==> src/axi_mux_cfg_pkg.sv <==
// Size settings of the write-only AXI multiplexer
// NUM_PORTS must be a power of two so that a port index fills IDX_W bits
// MAX_W_TRANS limits the bursts whose W beats are still pending
`default_nettype none

package axi_mux_cfg_pkg;

  //----------------------------------------------------------------------
  // Port count and channel widths
  //----------------------------------------------------------------------
  localparam int unsigned NUM_PORTS = 4;
  localparam int unsigned IDX_W     = $clog2(NUM_PORTS);  // Port index bits
  localparam int unsigned SLV_ID_W  = 4;
  localparam int unsigned MST_ID_W  = SLV_ID_W + IDX_W;   // ID extended by the port index
  localparam int unsigned ADDR_W    = 32;
  localparam int unsigned DATA_W    = 32;
  localparam int unsigned LEN_W     = 8;

  //----------------------------------------------------------------------
  // Write order FIFO
  //----------------------------------------------------------------------
  localparam int unsigned MAX_W_TRANS = 8;
  localparam int unsigned FIFO_PTR_W  = $clog2(MAX_W_TRANS);
  localparam int unsigned FIFO_CNT_W  = $clog2(MAX_W_TRANS + 1);  // Counts 0 to full

endpackage

`default_nettype wire

==> src/axi_id_pkg.sv <==
// Channel field types of the multiplexer
// Master IDs carry the slave port index in their upper bits
// Compile after axi_mux_cfg_pkg
`default_nettype none

package axi_id_pkg;

  import axi_mux_cfg_pkg::*;

  typedef logic [IDX_W-1:0]    port_idx_t;
  typedef logic [SLV_ID_W-1:0] slv_id_t;
  typedef logic [ADDR_W-1:0]   addr_t;
  typedef logic [DATA_W-1:0]   data_t;
  typedef logic [LEN_W-1:0]    len_t;
  typedef logic [1:0]          resp_t;   // OKAY, EXOKAY, SLVERR, DECERR

  // Master ID seen either as a bus word or as its two fields
  typedef union packed {
    logic [MST_ID_W-1:0] word;
    struct packed {
      port_idx_t idx;   // Slave port that issued the burst
      slv_id_t   id;    // ID as seen on that slave port
    } fld;
  } mst_id_u;

endpackage

`default_nettype wire

==> src/aw_rr_arbiter.sv <==
// Round-robin AW arbiter over all slave ports
// The granted port stays fixed while its request waits downstream
// The granted ID is extended with the port index
`timescale 1ns/1ps
`default_nettype none

module aw_rr_arbiter
  import axi_mux_cfg_pkg::*, axi_id_pkg::*;
(
  input  logic                     clk_i,
  input  logic                     rst_n_i,
  input  logic    [NUM_PORTS-1:0]  slv_aw_valid_i,
  input  slv_id_t [NUM_PORTS-1:0]  slv_aw_id_i,
  input  addr_t   [NUM_PORTS-1:0]  slv_aw_addr_i,
  input  len_t    [NUM_PORTS-1:0]  slv_aw_len_i,
  output logic    [NUM_PORTS-1:0]  slv_aw_ready_o,
  output logic                     arb_aw_valid_o,
  input  logic                     arb_aw_ready_i,
  output mst_id_u                  arb_aw_id_o,
  output addr_t                    arb_aw_addr_o,
  output len_t                     arb_aw_len_o
);

  port_idx_t rr_ptr_q;     // Last granted port
  logic      lock_q;       // Request pending downstream
  port_idx_t lock_idx_q;
  port_idx_t rr_idx;       // Next requester after the pointer
  port_idx_t gnt_idx;
  logic      aw_stall;

  //----------------------------------------------------------------------
  // Round-robin search
  //----------------------------------------------------------------------
  always_comb begin
    port_idx_t cand;
    rr_idx = rr_ptr_q;
    // Walk from the far end so the nearest requester wins
    for (int i = NUM_PORTS; i >= 1; i--) begin
      cand = port_idx_t'((rr_ptr_q + i) % NUM_PORTS);
      if (slv_aw_valid_i[cand]) begin
        rr_idx = cand;
      end
    end
  end

  assign gnt_idx        = lock_q ? lock_idx_q : rr_idx;
  assign arb_aw_valid_o = slv_aw_valid_i[gnt_idx];
  assign aw_stall       = arb_aw_valid_o & ~arb_aw_ready_i;

  always_comb begin
    slv_aw_ready_o          = '0;
    slv_aw_ready_o[gnt_idx] = arb_aw_ready_i;
    arb_aw_id_o.fld.idx     = gnt_idx;               // Prepend the port index
    arb_aw_id_o.fld.id      = slv_aw_id_i[gnt_idx];
    arb_aw_addr_o           = slv_aw_addr_i[gnt_idx];
    arb_aw_len_o            = slv_aw_len_i[gnt_idx];
  end

  always_ff @(posedge clk_i or negedge rst_n_i) begin
    if (!rst_n_i) begin
      rr_ptr_q   <= port_idx_t'(NUM_PORTS - 1);   // Port 0 goes first
      lock_q     <= 1'b0;
      lock_idx_q <= '0;
    end else begin
      lock_q <= aw_stall;
      if (aw_stall) begin
        lock_idx_q <= gnt_idx;
      end
      if (arb_aw_valid_o && arb_aw_ready_i) begin
        rr_ptr_q <= gnt_idx;
      end
    end
  end

endmodule

`default_nettype wire

==> src/aw_spill_reg.sv <==
// Two-slot spill register on the master AW channel
// Breaks every combinational path between both sides
// ready_o comes from the fill state only
`timescale 1ns/1ps
`default_nettype none

module aw_spill_reg
  import axi_id_pkg::*;
(
  input  logic    clk_i,
  input  logic    rst_n_i,
  input  logic    valid_i,
  output logic    ready_o,
  input  mst_id_u id_i,
  input  addr_t   addr_i,
  input  len_t    len_i,
  output logic    valid_o,
  input  logic    ready_i,
  output mst_id_u id_o,
  output addr_t   addr_o,
  output len_t    len_o
);

  logic    a_full_q, b_full_q;
  logic    a_fill, a_drain;
  logic    b_fill, b_drain;
  mst_id_u a_id_q,   b_id_q;
  addr_t   a_addr_q, b_addr_q;
  len_t    a_len_q,  b_len_q;

  // Slot A takes new entries and slot B holds the older one on a stall
  assign a_fill  = valid_i & ready_o;
  assign a_drain = a_full_q & ~b_full_q;
  assign b_fill  = a_drain & ~ready_i;
  assign b_drain = b_full_q & ready_i;

  always_ff @(posedge clk_i or negedge rst_n_i) begin
    if (!rst_n_i) begin
      a_full_q <= 1'b0;
      b_full_q <= 1'b0;
    end else begin
      if (a_fill || a_drain) begin
        a_full_q <= a_fill;
      end
      if (b_fill || b_drain) begin
        b_full_q <= b_fill;
      end
    end
  end

  always_ff @(posedge clk_i) begin
    if (a_fill) begin
      a_id_q   <= id_i;
      a_addr_q <= addr_i;
      a_len_q  <= len_i;
    end
    if (b_fill) begin
      b_id_q   <= a_id_q;
      b_addr_q <= a_addr_q;
      b_len_q  <= a_len_q;
    end
  end

  assign ready_o = ~a_full_q | ~b_full_q;
  assign valid_o = a_full_q | b_full_q;
  assign id_o    = b_full_q ? b_id_q   : a_id_q;     // Older entry first
  assign addr_o  = b_full_q ? b_addr_q : a_addr_q;
  assign len_o   = b_full_q ? b_len_q  : a_len_q;

endmodule

`default_nettype wire

==> src/aw_w_route.sv <==
// AW handoff and W steering
// Each accepted AW pushes its port index into the order FIFO once
// W beats pass combinationally from the port at the FIFO head
`timescale 1ns/1ps
`default_nettype none

module aw_w_route
  import axi_mux_cfg_pkg::*, axi_id_pkg::*;
(
  input  logic                   clk_i,
  input  logic                   rst_n_i,
  // Arbitrated AW
  input  logic                   arb_aw_valid_i,
  output logic                   arb_aw_ready_o,
  input  mst_id_u                arb_aw_id_i,
  input  addr_t                  arb_aw_addr_i,
  input  len_t                   arb_aw_len_i,
  // Toward the AW spill register
  output logic                   route_aw_valid_o,
  input  logic                   route_aw_ready_i,
  output mst_id_u                route_aw_id_o,
  output addr_t                  route_aw_addr_o,
  output len_t                   route_aw_len_o,
  // W channels
  input  logic  [NUM_PORTS-1:0]  slv_w_valid_i,
  input  data_t [NUM_PORTS-1:0]  slv_w_data_i,
  input  logic  [NUM_PORTS-1:0]  slv_w_last_i,
  output logic  [NUM_PORTS-1:0]  slv_w_ready_o,
  output logic                   mst_w_valid_o,
  input  logic                   mst_w_ready_i,
  output data_t                  mst_w_data_o,
  output logic                   mst_w_last_o
);

  logic      lock_d, lock_q;  // Decision already pushed
  logic      fifo_push, fifo_pop;
  logic      fifo_full, fifo_empty;
  port_idx_t w_sel;

  //----------------------------------------------------------------------
  // AW control
  //----------------------------------------------------------------------
  always_comb begin
    lock_d           = lock_q;
    fifo_push        = 1'b0;
    route_aw_valid_o = 1'b0;
    arb_aw_ready_o   = 1'b0;
    if (lock_q) begin
      route_aw_valid_o = 1'b1;          // Hold valid without a second push
      if (route_aw_ready_i) begin
        arb_aw_ready_o = 1'b1;
        lock_d         = 1'b0;
      end
    end else if (arb_aw_valid_i && !fifo_full) begin
      route_aw_valid_o = 1'b1;
      fifo_push        = 1'b1;
      if (route_aw_ready_i) begin
        arb_aw_ready_o = 1'b1;
      end else begin
        lock_d = 1'b1;
      end
    end
  end

  always_ff @(posedge clk_i or negedge rst_n_i) begin
    if (!rst_n_i) begin
      lock_q <= 1'b0;
    end else begin
      lock_q <= lock_d;
    end
  end

  assign route_aw_id_o   = arb_aw_id_i;
  assign route_aw_addr_o = arb_aw_addr_i;
  assign route_aw_len_o  = arb_aw_len_i;

  w_order_fifo i_w_fifo (
    .clk_i      ( clk_i               ),
    .rst_n_i    ( rst_n_i             ),
    .push_i     ( fifo_push           ),
    .push_idx_i ( arb_aw_id_i.fld.idx ),
    .pop_i      ( fifo_pop            ),
    .full_o     ( fifo_full           ),
    .empty_o    ( fifo_empty          ),
    .head_idx_o ( w_sel               )
  );

  //----------------------------------------------------------------------
  // W steering
  //----------------------------------------------------------------------
  assign mst_w_data_o  = slv_w_data_i[w_sel];
  assign mst_w_last_o  = slv_w_last_i[w_sel];
  assign mst_w_valid_o = ~fifo_empty & slv_w_valid_i[w_sel];
  assign fifo_pop      = mst_w_valid_o & mst_w_ready_i & mst_w_last_o;  // Burst done

  always_comb begin
    slv_w_ready_o        = '0;
    slv_w_ready_o[w_sel] = ~fifo_empty & mst_w_ready_i;
  end

endmodule

`default_nettype wire

==> src/axi_wmux_top.sv <==
// Write-only AXI multiplexer, NUM_PORTS slave ports onto one master port
// Master IDs are IDX_W bits wider than slave IDs
// At most MAX_W_TRANS bursts may wait for their W beats
`timescale 1ns/1ps
`default_nettype none

module axi_wmux_top
  import axi_mux_cfg_pkg::*, axi_id_pkg::*;
(
  input  logic                     clk_i,
  input  logic                     rst_n_i,
  // Slave ports
  input  logic    [NUM_PORTS-1:0]  slv_aw_valid_i,
  input  slv_id_t [NUM_PORTS-1:0]  slv_aw_id_i,
  input  addr_t   [NUM_PORTS-1:0]  slv_aw_addr_i,
  input  len_t    [NUM_PORTS-1:0]  slv_aw_len_i,
  output logic    [NUM_PORTS-1:0]  slv_aw_ready_o,
  input  logic    [NUM_PORTS-1:0]  slv_w_valid_i,
  input  data_t   [NUM_PORTS-1:0]  slv_w_data_i,
  input  logic    [NUM_PORTS-1:0]  slv_w_last_i,
  output logic    [NUM_PORTS-1:0]  slv_w_ready_o,
  output logic    [NUM_PORTS-1:0]  slv_b_valid_o,
  output slv_id_t [NUM_PORTS-1:0]  slv_b_id_o,
  output resp_t   [NUM_PORTS-1:0]  slv_b_resp_o,
  input  logic    [NUM_PORTS-1:0]  slv_b_ready_i,
  // Master port
  output logic                     mst_aw_valid_o,
  input  logic                     mst_aw_ready_i,
  output mst_id_u                  mst_aw_id_o,
  output addr_t                    mst_aw_addr_o,
  output len_t                     mst_aw_len_o,
  output logic                     mst_w_valid_o,
  input  logic                     mst_w_ready_i,
  output data_t                    mst_w_data_o,
  output logic                     mst_w_last_o,
  input  logic                     mst_b_valid_i,
  output logic                     mst_b_ready_o,
  input  mst_id_u                  mst_b_id_i,
  input  resp_t                    mst_b_resp_i
);

  logic    arb_aw_valid, arb_aw_ready;
  mst_id_u arb_aw_id;
  addr_t   arb_aw_addr;
  len_t    arb_aw_len;

  logic    route_aw_valid, route_aw_ready;
  mst_id_u route_aw_id;
  addr_t   route_aw_addr;
  len_t    route_aw_len;

  aw_rr_arbiter i_aw_arb (
    .clk_i          ( clk_i          ),
    .rst_n_i        ( rst_n_i        ),
    .slv_aw_valid_i ( slv_aw_valid_i ),
    .slv_aw_id_i    ( slv_aw_id_i    ),
    .slv_aw_addr_i  ( slv_aw_addr_i  ),
    .slv_aw_len_i   ( slv_aw_len_i   ),
    .slv_aw_ready_o ( slv_aw_ready_o ),
    .arb_aw_valid_o ( arb_aw_valid   ),
    .arb_aw_ready_i ( arb_aw_ready   ),
    .arb_aw_id_o    ( arb_aw_id      ),
    .arb_aw_addr_o  ( arb_aw_addr    ),
    .arb_aw_len_o   ( arb_aw_len     )
  );

  aw_w_route i_route (
    .clk_i            ( clk_i          ),
    .rst_n_i          ( rst_n_i        ),
    .arb_aw_valid_i   ( arb_aw_valid   ),
    .arb_aw_ready_o   ( arb_aw_ready   ),
    .arb_aw_id_i      ( arb_aw_id      ),
    .arb_aw_addr_i    ( arb_aw_addr    ),
    .arb_aw_len_i     ( arb_aw_len     ),
    .route_aw_valid_o ( route_aw_valid ),
    .route_aw_ready_i ( route_aw_ready ),
    .route_aw_id_o    ( route_aw_id    ),
    .route_aw_addr_o  ( route_aw_addr  ),
    .route_aw_len_o   ( route_aw_len   ),
    .slv_w_valid_i    ( slv_w_valid_i  ),
    .slv_w_data_i     ( slv_w_data_i   ),
    .slv_w_last_i     ( slv_w_last_i   ),
    .slv_w_ready_o    ( slv_w_ready_o  ),
    .mst_w_valid_o    ( mst_w_valid_o  ),
    .mst_w_ready_i    ( mst_w_ready_i  ),
    .mst_w_data_o     ( mst_w_data_o   ),
    .mst_w_last_o     ( mst_w_last_o   )
  );

  aw_spill_reg i_aw_spill (
    .clk_i   ( clk_i          ),
    .rst_n_i ( rst_n_i        ),
    .valid_i ( route_aw_valid ),
    .ready_o ( route_aw_ready ),
    .id_i    ( route_aw_id    ),
    .addr_i  ( route_aw_addr  ),
    .len_i   ( route_aw_len   ),
    .valid_o ( mst_aw_valid_o ),
    .ready_i ( mst_aw_ready_i ),
    .id_o    ( mst_aw_id_o    ),
    .addr_o  ( mst_aw_addr_o  ),
    .len_o   ( mst_aw_len_o   )
  );

  b_resp_router i_b_router (
    .clk_i         ( clk_i         ),
    .rst_n_i       ( rst_n_i       ),
    .mst_b_valid_i ( mst_b_valid_i ),
    .mst_b_ready_o ( mst_b_ready_o ),
    .mst_b_id_i    ( mst_b_id_i    ),
    .mst_b_resp_i  ( mst_b_resp_i  ),
    .slv_b_valid_o ( slv_b_valid_o ),
    .slv_b_ready_i ( slv_b_ready_i ),
    .slv_b_id_o    ( slv_b_id_o    ),
    .slv_b_resp_o  ( slv_b_resp_o  )
  );

endmodule

`default_nettype wire

==> src/b_resp_router.sv <==
// B response buffer and router back to the slave ports
// Two entries in ping-pong slots, so mst_b_ready_o is a register output
// The upper ID bits select the port and are removed from the returned ID
`timescale 1ns/1ps
`default_nettype none

module b_resp_router
  import axi_mux_cfg_pkg::*, axi_id_pkg::*;
(
  input  logic                     clk_i,
  input  logic                     rst_n_i,
  input  logic                     mst_b_valid_i,
  output logic                     mst_b_ready_o,
  input  mst_id_u                  mst_b_id_i,
  input  resp_t                    mst_b_resp_i,
  output logic    [NUM_PORTS-1:0]  slv_b_valid_o,
  input  logic    [NUM_PORTS-1:0]  slv_b_ready_i,
  output slv_id_t [NUM_PORTS-1:0]  slv_b_id_o,
  output resp_t   [NUM_PORTS-1:0]  slv_b_resp_o
);

  logic    [1:0] slot_vld_q;
  mst_id_u [1:0] slot_id_q;
  resp_t   [1:0] slot_resp_q;
  logic          wr_sel_q, rd_sel_q;
  logic          b_push, b_pop;
  logic          head_vld;
  mst_id_u       head_id;

  assign mst_b_ready_o = ~slot_vld_q[wr_sel_q];
  assign b_push        = mst_b_valid_i & mst_b_ready_o;

  assign head_vld = slot_vld_q[rd_sel_q];
  assign head_id  = slot_id_q[rd_sel_q];
  assign b_pop    = head_vld & slv_b_ready_i[head_id.fld.idx];  // Ready of the owner only

  always_ff @(posedge clk_i or negedge rst_n_i) begin
    if (!rst_n_i) begin
      slot_vld_q <= '0;
      wr_sel_q   <= 1'b0;
      rd_sel_q   <= 1'b0;
    end else begin
      // Push and pop never hit the same slot
      if (b_push) begin
        slot_vld_q[wr_sel_q] <= 1'b1;
        wr_sel_q             <= ~wr_sel_q;
      end
      if (b_pop) begin
        slot_vld_q[rd_sel_q] <= 1'b0;
        rd_sel_q             <= ~rd_sel_q;
      end
    end
  end

  always_ff @(posedge clk_i) begin
    if (b_push) begin
      slot_id_q[wr_sel_q]   <= mst_b_id_i;
      slot_resp_q[wr_sel_q] <= mst_b_resp_i;
    end
  end

  //----------------------------------------------------------------------
  // Fan out to the slave ports
  //----------------------------------------------------------------------
  always_comb begin
    slv_b_valid_o = '0;
    slv_b_valid_o[head_id.fld.idx] = head_vld;
  end

  assign slv_b_id_o   = {NUM_PORTS{head_id.fld.id}};        // Stripped ID on every port
  assign slv_b_resp_o = {NUM_PORTS{slot_resp_q[rd_sel_q]}};

endmodule

`default_nettype wire

==> src/w_order_fifo.sv <==
// Order FIFO of slave port indices for accepted write bursts
// No fall-through, so a pushed entry shows at the head one cycle later
// Push while full and pop while empty are ignored
`timescale 1ns/1ps
`default_nettype none

module w_order_fifo
  import axi_mux_cfg_pkg::*, axi_id_pkg::*;
(
  input  logic      clk_i,
  input  logic      rst_n_i,
  input  logic      push_i,
  input  port_idx_t push_idx_i,
  input  logic      pop_i,
  output logic      full_o,
  output logic      empty_o,
  output port_idx_t head_idx_o
);

  port_idx_t               mem_q [MAX_W_TRANS];
  logic [FIFO_PTR_W-1:0]   wr_ptr_q;
  logic [FIFO_PTR_W-1:0]   rd_ptr_q;
  logic [FIFO_CNT_W-1:0]   count_q;
  logic                    do_push;
  logic                    do_pop;

  assign full_o     = (count_q == FIFO_CNT_W'(MAX_W_TRANS));
  assign empty_o    = (count_q == '0);
  assign head_idx_o = mem_q[rd_ptr_q];

  assign do_push = push_i & ~full_o;
  assign do_pop  = pop_i & ~empty_o;

  // Pointers and fill level
  always_ff @(posedge clk_i or negedge rst_n_i) begin
    if (!rst_n_i) begin
      wr_ptr_q <= '0;
      rd_ptr_q <= '0;
      count_q  <= '0;
    end else begin
      if (do_push) begin
        wr_ptr_q <= (wr_ptr_q == FIFO_PTR_W'(MAX_W_TRANS - 1)) ? '0 : wr_ptr_q + 1'b1;
      end
      if (do_pop) begin
        rd_ptr_q <= (rd_ptr_q == FIFO_PTR_W'(MAX_W_TRANS - 1)) ? '0 : rd_ptr_q + 1'b1;
      end
      if (do_push && !do_pop) begin
        count_q <= count_q + 1'b1;
      end else if (do_pop && !do_push) begin
        count_q <= count_q - 1'b1;
      end
    end
  end

  always_ff @(posedge clk_i) begin
    if (do_push) begin
      mem_q[wr_ptr_q] <= push_idx_i;
    end
  end

endmodule

`default_nettype wire

==> config.mk <==
export PLATFORM = sky130hd
export DESIGN_NAME = axi_wmux_top
export DESIGN_NICKNAME = d
export VERILOG_FILES = /design/src/axi_mux_cfg_pkg.sv /design/src/axi_id_pkg.sv /design/src/aw_rr_arbiter.sv /design/src/aw_spill_reg.sv /design/src/aw_w_route.sv /design/src/axi_wmux_top.sv /design/src/b_resp_router.sv /design/src/w_order_fifo.sv
export SDC_FILE = /design/constraint.sdc
export NUM_CORES = 1
export LEC_CHECK = 0
export BUFFER_PORTS_ARGS = -buffer_cell sky130_fd_sc_hd__buf_2
export CAP_MARGIN = 20
export CORE_AREA = 2 2 177 179
export CTS_CLUSTER_SIZE = 24
export DETAILED_ROUTE_END_ITERATION = 7
export DIE_AREA = 0 0 179 181
export HOLD_SLACK_MARGIN = 0.03
export SYNTH_ARGS = -nofsm -noshare
export SYNTH_HDL_FRONTEND = slang
export SYNTH_HIERARCHICAL = 1
export SYNTH_SLANG_ARGS = --single-unit
==> constraint.sdc <==
create_clock -name clk_i -period 7.5 [get_ports clk_i]
set_input_delay 2.25 -clock clk_i [delete_from_list [all_inputs] [get_ports clk_i]]
set_output_delay 2.25 -clock clk_i [all_outputs]
set_load 0.02 [all_outputs]
## Word-level counts from Yosys, hierarchy flattened

Memory sizes are Yosys's and may differ from the RTL's.
Cells that the tools add are included.

- Memory bits (writable): 16
- Bits in registers: 130
- Output and inout port bits: 118
- Bits of input ports: 333
- Logic and storage cells: 167
- Memories kept: 1

Memory list:

| name | depth | width | read ports | clocked after memory_dff | write ports | line | source |
|---|---|---|---|---|---|---|---|
| i_route.i_w_fifo.mem_q | 8 | 2 | 1 | 0 | 1 | w_order_fifo.sv:20 | `port_idx_t mem_q [MAX_W_TRANS];` |

- Eq/ne operators: 3
- Magnitude comparators: 14
- Reductions and logical operators: 16
- Bitwise operators: 30
- Add/sub/neg operators: 8
- Muxes and demuxes: 73

Operators with widths:

| kind | count |
|---|---|
| $bmux W32 S2 | 2 |
| $mux W32 | 3 |
| $mux W1 | 28 |
| $mux W6 | 4 |
| $lt A2 B3 Y1 const B | 7 |
| $mux W2 | 10 |
| $bmux W1 S2 | 8 |
| $bmux W8 S2 | 1 |
| $mux W8 | 2 |
| $and A1 B1 Y1 | 13 |
| $and A4 B4 Y4 | 3 |
| $bwmux W12 | 1 |
| $mux W4 | 3 |
| $logic_and A1 B1 Y1 | 9 |
| $not A1 Y1 | 9 |
| $bmux W4 S2 | 1 |
| $add A3 B1 Y3 const B | 2 |
| $demux W1 S2 | 3 |
| $demux W6 S1 | 1 |
| $eq A3 B3 Y1 const B | 2 |
| $ge A2 B1 Y1 const B | 3 |
| $mux W3 | 2 |
| $add A2 B1 Y2 const B | 2 |
| $add A2 B2 Y2 const B | 2 |
| 16 further kinds | 23 |

## Longest topological paths before layout

- Depth in word-level cells: 18
- Mapped depth: 16
- Gate-level depth less buffers: 15

## Cells and area by module

Netlist, hierarchy kept.

Modules (own cells, without submodules):

| module | sequential area each (um2) | cells an instance | instances | area an instance (um2) |
|---|---|---|---|---|
| aw_spill_reg | 2,812.7 | 152 | 1 | 3,641.0 |
| aw_rr_arbiter | 127.6 | 316 | 1 | 2,088.3 |
| w_order_fifo | 730.7 | 87 | 1 | 1,305.0 |
| aw_w_route | 25.0 | 102 | 1 | 1,281.2 |
| b_resp_router | 580.6 | 81 | 1 | 1,023.5 |

## Worst setup path before layout

No wires, ideal clock.

- Kind: input port to flip-flop
- Start: in slv_aw_valid_i[3]
- End: reg i_aw_spill.a_addr_q[0] (enable)
- Path slack: 0.299 ns
- Cell stages on the path: 8
- Data required time: 6.980 ns
- Buffers on the path: 0
- Data arrival time: 6.681 ns
- Setup time: 0.520 ns
- Cell sequence: nor2b_1 > o21a_1 > o21ai_2 > nor2b_1 > or2_2 > nand2b_1 > nand2_1 > a21boi_0

- Longest elaborated chain between the ends: 13
- Elaborated cells on any way between the ends: 19
- Classes of those cells: mux (17); bitwise (1); reduce/logical (1)

Ends and longest elaborated chain:

| item | line | source |
|---|---|---|
| from (decl) | axi_wmux_top.sv:13 | `input logic [NUM_PORTS-1:0] slv_aw_valid_i,` |
| $bmux W1 S2 | aw_rr_arbiter.sv:40 | `if (slv_aw_valid_i[cand]) begin` |
| $mux W1 (not written as such) | aw_rr_arbiter.sv:40 |  |
| $mux W2 (4 in series) | aw_rr_arbiter.sv:40 |  |
| $mux W2 | aw_rr_arbiter.sv:46 | `assign gnt_idx = lock_q ? lock_idx_q : rr_idx;` |
| $bmux W1 S2 * | aw_rr_arbiter.sv:47 | `assign arb_aw_valid_o = slv_aw_valid_i[gnt_idx];` |
| $mux W1 (not written as such) * | aw_rr_arbiter.sv:47 |  |
| net arb_aw_valid | axi_wmux_top.sv:42 | `logic arb_aw_valid, arb_aw_ready;` |
| $logic_and A1 B1 Y1 * | aw_w_route.sv:54 | `end else if (arb_aw_valid_i && !fifo_full) begin` |
| $mux W1 * | aw_w_route.sv:54 |  |
| $mux W1 * | aw_w_route.sv:48 | `if (lock_q) begin` |
| net route_aw_valid | axi_wmux_top.sv:47 | `logic route_aw_valid, route_aw_ready;` |
| $and A1 B1 Y1 * | aw_spill_reg.sv:32 | `assign a_fill = valid_i & ready_o;` |
| net i_aw_spill.a_fill | aw_spill_reg.sv:25 | `logic a_fill, a_drain;` |
| to (signal assigned) | aw_spill_reg.sv:54 | `a_addr_q <= addr_i;` |
| to (decl) | aw_spill_reg.sv:28 | `addr_t a_addr_q, b_addr_q;` |

The timed path passes the listed nets; every way through them passes the cells marked *. The select of a mux whose other input is x is not followed.
A chain may end at the register's enable or synchronous reset.

## Worst setup path in the final report

- Start: in slv_aw_valid_i[3]
- End: out slv_aw_ready_o[1]

- Longest elaborated chain between the ends: 13
- Elaborated cells on any way between the ends: 24
- Classes of those cells: order compare (2); mux (19); bitwise (1); reduce/logical (2)

Ends and longest elaborated chain:

| item | line | source |
|---|---|---|
| $bmux W1 S2 | aw_rr_arbiter.sv:40 |  |
| $mux W1 (not written as such) | aw_rr_arbiter.sv:40 |  |
| $mux W2 (4 in series) | aw_rr_arbiter.sv:40 |  |
| $mux W2 | aw_rr_arbiter.sv:46 |  |
| $bmux W1 S2 * | aw_rr_arbiter.sv:47 |  |
| $mux W1 (not written as such) * | aw_rr_arbiter.sv:47 |  |
| net arb_aw_valid | axi_wmux_top.sv:42 |  |
| $logic_and A1 B1 Y1 * | aw_w_route.sv:54 |  |
| $mux W1 * | aw_w_route.sv:54 |  |
| $mux W1 * | aw_w_route.sv:48 |  |
| net arb_aw_ready | axi_wmux_top.sv:42 |  |
| $and A4 B4 Y4 (no source line) * | - |  |
| to (decl) | axi_wmux_top.sv:17 | `output logic [NUM_PORTS-1:0] slv_aw_ready_o,` |

Marks and branches as above.

==> metrics <==
initial antenna violation count 16; Post-synth ARST share 15.1%; Slew @ Worst Pin 1.04 ns; Layout area overhead 28.4%; first-pass GRT wire length 42100 µm; clock skew 0.00889 ns; Pre-Repair DR Iteration Count 5; fin. max-slew vios 0; CTS Hold Buffers Added 0; required time of the critical path 5.25 ns; Synth area leader edfxtp_1; Post-Syn Nets 1079; drt drc 0; met1 global-route usage 18.9%; Initial DRC Count 331; clk slew on worst S/H paths 0.06 ns; Hold Crit Class register to register; library cells used by synthesis 65; nets@finish 1446; status finished, final reports clean; Final ANT Viol Nets 0; leakage power total 5.15 nW; IO Count 451; Max rail drop VDD 253 µV; met3 usage 4.67%; worst skew pair latency 0.43 ns; Post-DP HPWL 23200 µm; RSZ-0062 raised after global routing false; post-synthesis sequential area ratio 45.8%; PwrDens 490 nW/µm²; DIE HEIGHT 181 µm; Max Cap Violations 0; final hold slack 0.450 ns; crit path launch type primary input; multi-input logic area 4200 µm²; gr busiest metal met2; worst hold start i_aw_spill/a_id_q[4]; site row count 64; layout cell share with drive strength beyond 1 58.2%; number of flops mapped to enable cells by yosys 124; Root Driver clkbuf_16; met2 Use GR 32.4%; Crit. Startpoint slv_aw_valid_i[3]; r2r startpoint i_route/i_w_fifo/rd_ptr_q[0]; period utilisation layout 89.1%; Mapped Cells 738; Netlist Area Pre-Place 9340 µm²; Util after Layout 39.5%; initial core utilization 30.8%; Yosys Warn Count 6; worst endpoint data arrival time 4.43 ns; final WL 29100 µm; vias in the first global route 7123; Die X 179 µm; flop and latch count out of synthesis 146; Post-Route Setup TNS 0 ns; most common cell after layout, fill and taps aside buf_2; routability congestion estimate from global placement 0.849; total design power 0.00587 W; Hold Vio Cnt, Final 0; H-tree levels 4; crit-path max FO 8; top cells by area, synth edfxtp_1 40%, mux4_2 9.2%, mux2_4 7.6%; average routed wire per standard cell 19.1 µm; max frequency 150 MHz; gr usage total 17.7%; CTS tree built; Slew headroom 30.4%; min cycle time layout 6.68 ns; ys flop type edfxtp_1; largest net degree at the start of global routing 59; Post-CTS Repair Setup Buffers 0; Core Area 30300 µm²; highest-count cells in the layout ignoring fill and taps 450 x buf_2, 124 x edfxtp_1, 101 x nand2_1; die area 32400 µm²; GRT overflow 0; TritonCTS buffer count 17; via/cell ratio 4.75; setup slack after layout 0.817 ns; final setup vio count 0; synthesized area per cell 12.7 µm²; number of fill cells in the layout 2985; critical path type primary input to output pin; sequential cell area 4280 µm²; CTS sink count 146; via count 7247; Max Buffers Root-to-Sink 2; dpl ws 0.844 ns; CP Capture Type output pin; Post-CTS Resized 0; port bufs 450; top cell type's share of synthesized area 39.9%
kinds of logic (layout without fill, tap and decap cells):
group | count (synthesis) | in the layout | share of synthesized area, %
XOR/XNOR | 3 | 3 | 0.281
flip-flops | 146 | 146 | 45.8
AO/OA/AOI/OAI | 134 | 134 | 12.4
other | 0 | 11 | 0
adder cells (fa/ha/maj) | 8 | 8 | 1.15
multiplexers | 107 | 107 | 19.3
AND/OR/NAND/NOR | 216 | 216 | 11.7
buffers and inverters | 124 | 504 | 9.42
power breakdown:
part	internal, W	switching (W)
registers	0.00139	0.000237
logic	0.00139	0.00198
clock network	0.000485	0.000387
total	0.00326	0.00261
final cells by class:
cell class	count	area share [%]
timing repair buffer	459	19.5
tap	396	4.13
antenna	11	0.230
inverter	13	0.428
sequential	146	35.7
clock inverter	14	1.34
clock buffer	18	3.66
multi-input combinational	468	35.1
final timing paths:
check | to | slack, ns | cells past startpoint
worst max-delay path | slv_aw_ready_o[1] | 0.82 | 11
worst min-delay path | i_aw_spill/b_id_q[4] | 0.45 | 0
worst max register to register | i_route/i_w_fifo/count_q[3] | 3.07 | 12
worst min register to register | i_aw_spill/b_id_q[4] | 0.45 | 0
max in group asynchronous | i_aw_spill/b_full_q | 5.28 | 1
min in group asynchronous | i_b_router/wr_sel_q | 1.81 | 1
per-layer routing:
layer	vias up	part of all wire, %
met3	39	7.7
met2	331	54
met4	0	2.4
met1	3406	36
met5	-	0
li1	3471	-
cells in the mapped netlist (8+ instances only):
master / n
edfxtp_1: 124
nand2_1: 101
buf_4: 64
nor2b_1: 51
mux2_4: 47
a31oi_1: 46
a211oi_2: 40
mux4_2: 38
dfrtp_1: 20
nor2_1: 18
buf_2: 15
clkbuf_1: 15
mux2_2: 15
buf_6: 12
inv_1: 12
a21oi_1: 8
nand2b_1: 8
metrics by stage:
| stage | instance area (µm²) | std cells |
|---|---|---|
| 2_1_floorplan | 9340 | 738 |
| 3_3_place_gp | 11400 | 1482 |
| 3_5_place_dp | 11400 | 1482 |
| 4_1_cts | 12000 | 1514 |
| 5_1_grt | 12000 | 1520 |
| 6_report | 12000 | 1525 |
sequential cells by signal, summed over array words and instances, names as in the netlist, 2 cells and up:
register,cells
i_aw_spill/a_len_q,8
i_aw_spill/a_addr_q,32
i_b_router/slot_vld_q,2
i_route/i_w_fifo/mem_q,16
i_aw_arb/rr_ptr_q,2
i_route/i_w_fifo/rd_ptr_q,3
i_aw_spill/a_id_q,6
i_b_router/slot_id_q,12
i_route/i_w_fifo/wr_ptr_q,3
i_route/i_w_fifo/count_q,4
i_aw_spill/b_id_q,6
i_b_router/slot_resp_q,4
i_aw_arb/lock_idx_q,2
i_aw_spill/b_len_q,8
i_aw_spill/b_addr_q,32
critical path, stage by stage:
cell      delay [ns]
buf_2           0.14
nor2b_1         0.15
o21a_1          0.19
o21ai_2         0.31
nor2b_1         0.25
or2_2           0.14
nand2b_1        0.09
a21boi_1        0.42
nand2_1         0.17
a21oi_1         0.14
buf_2           0.17
(Power assumes the default switching activity.)
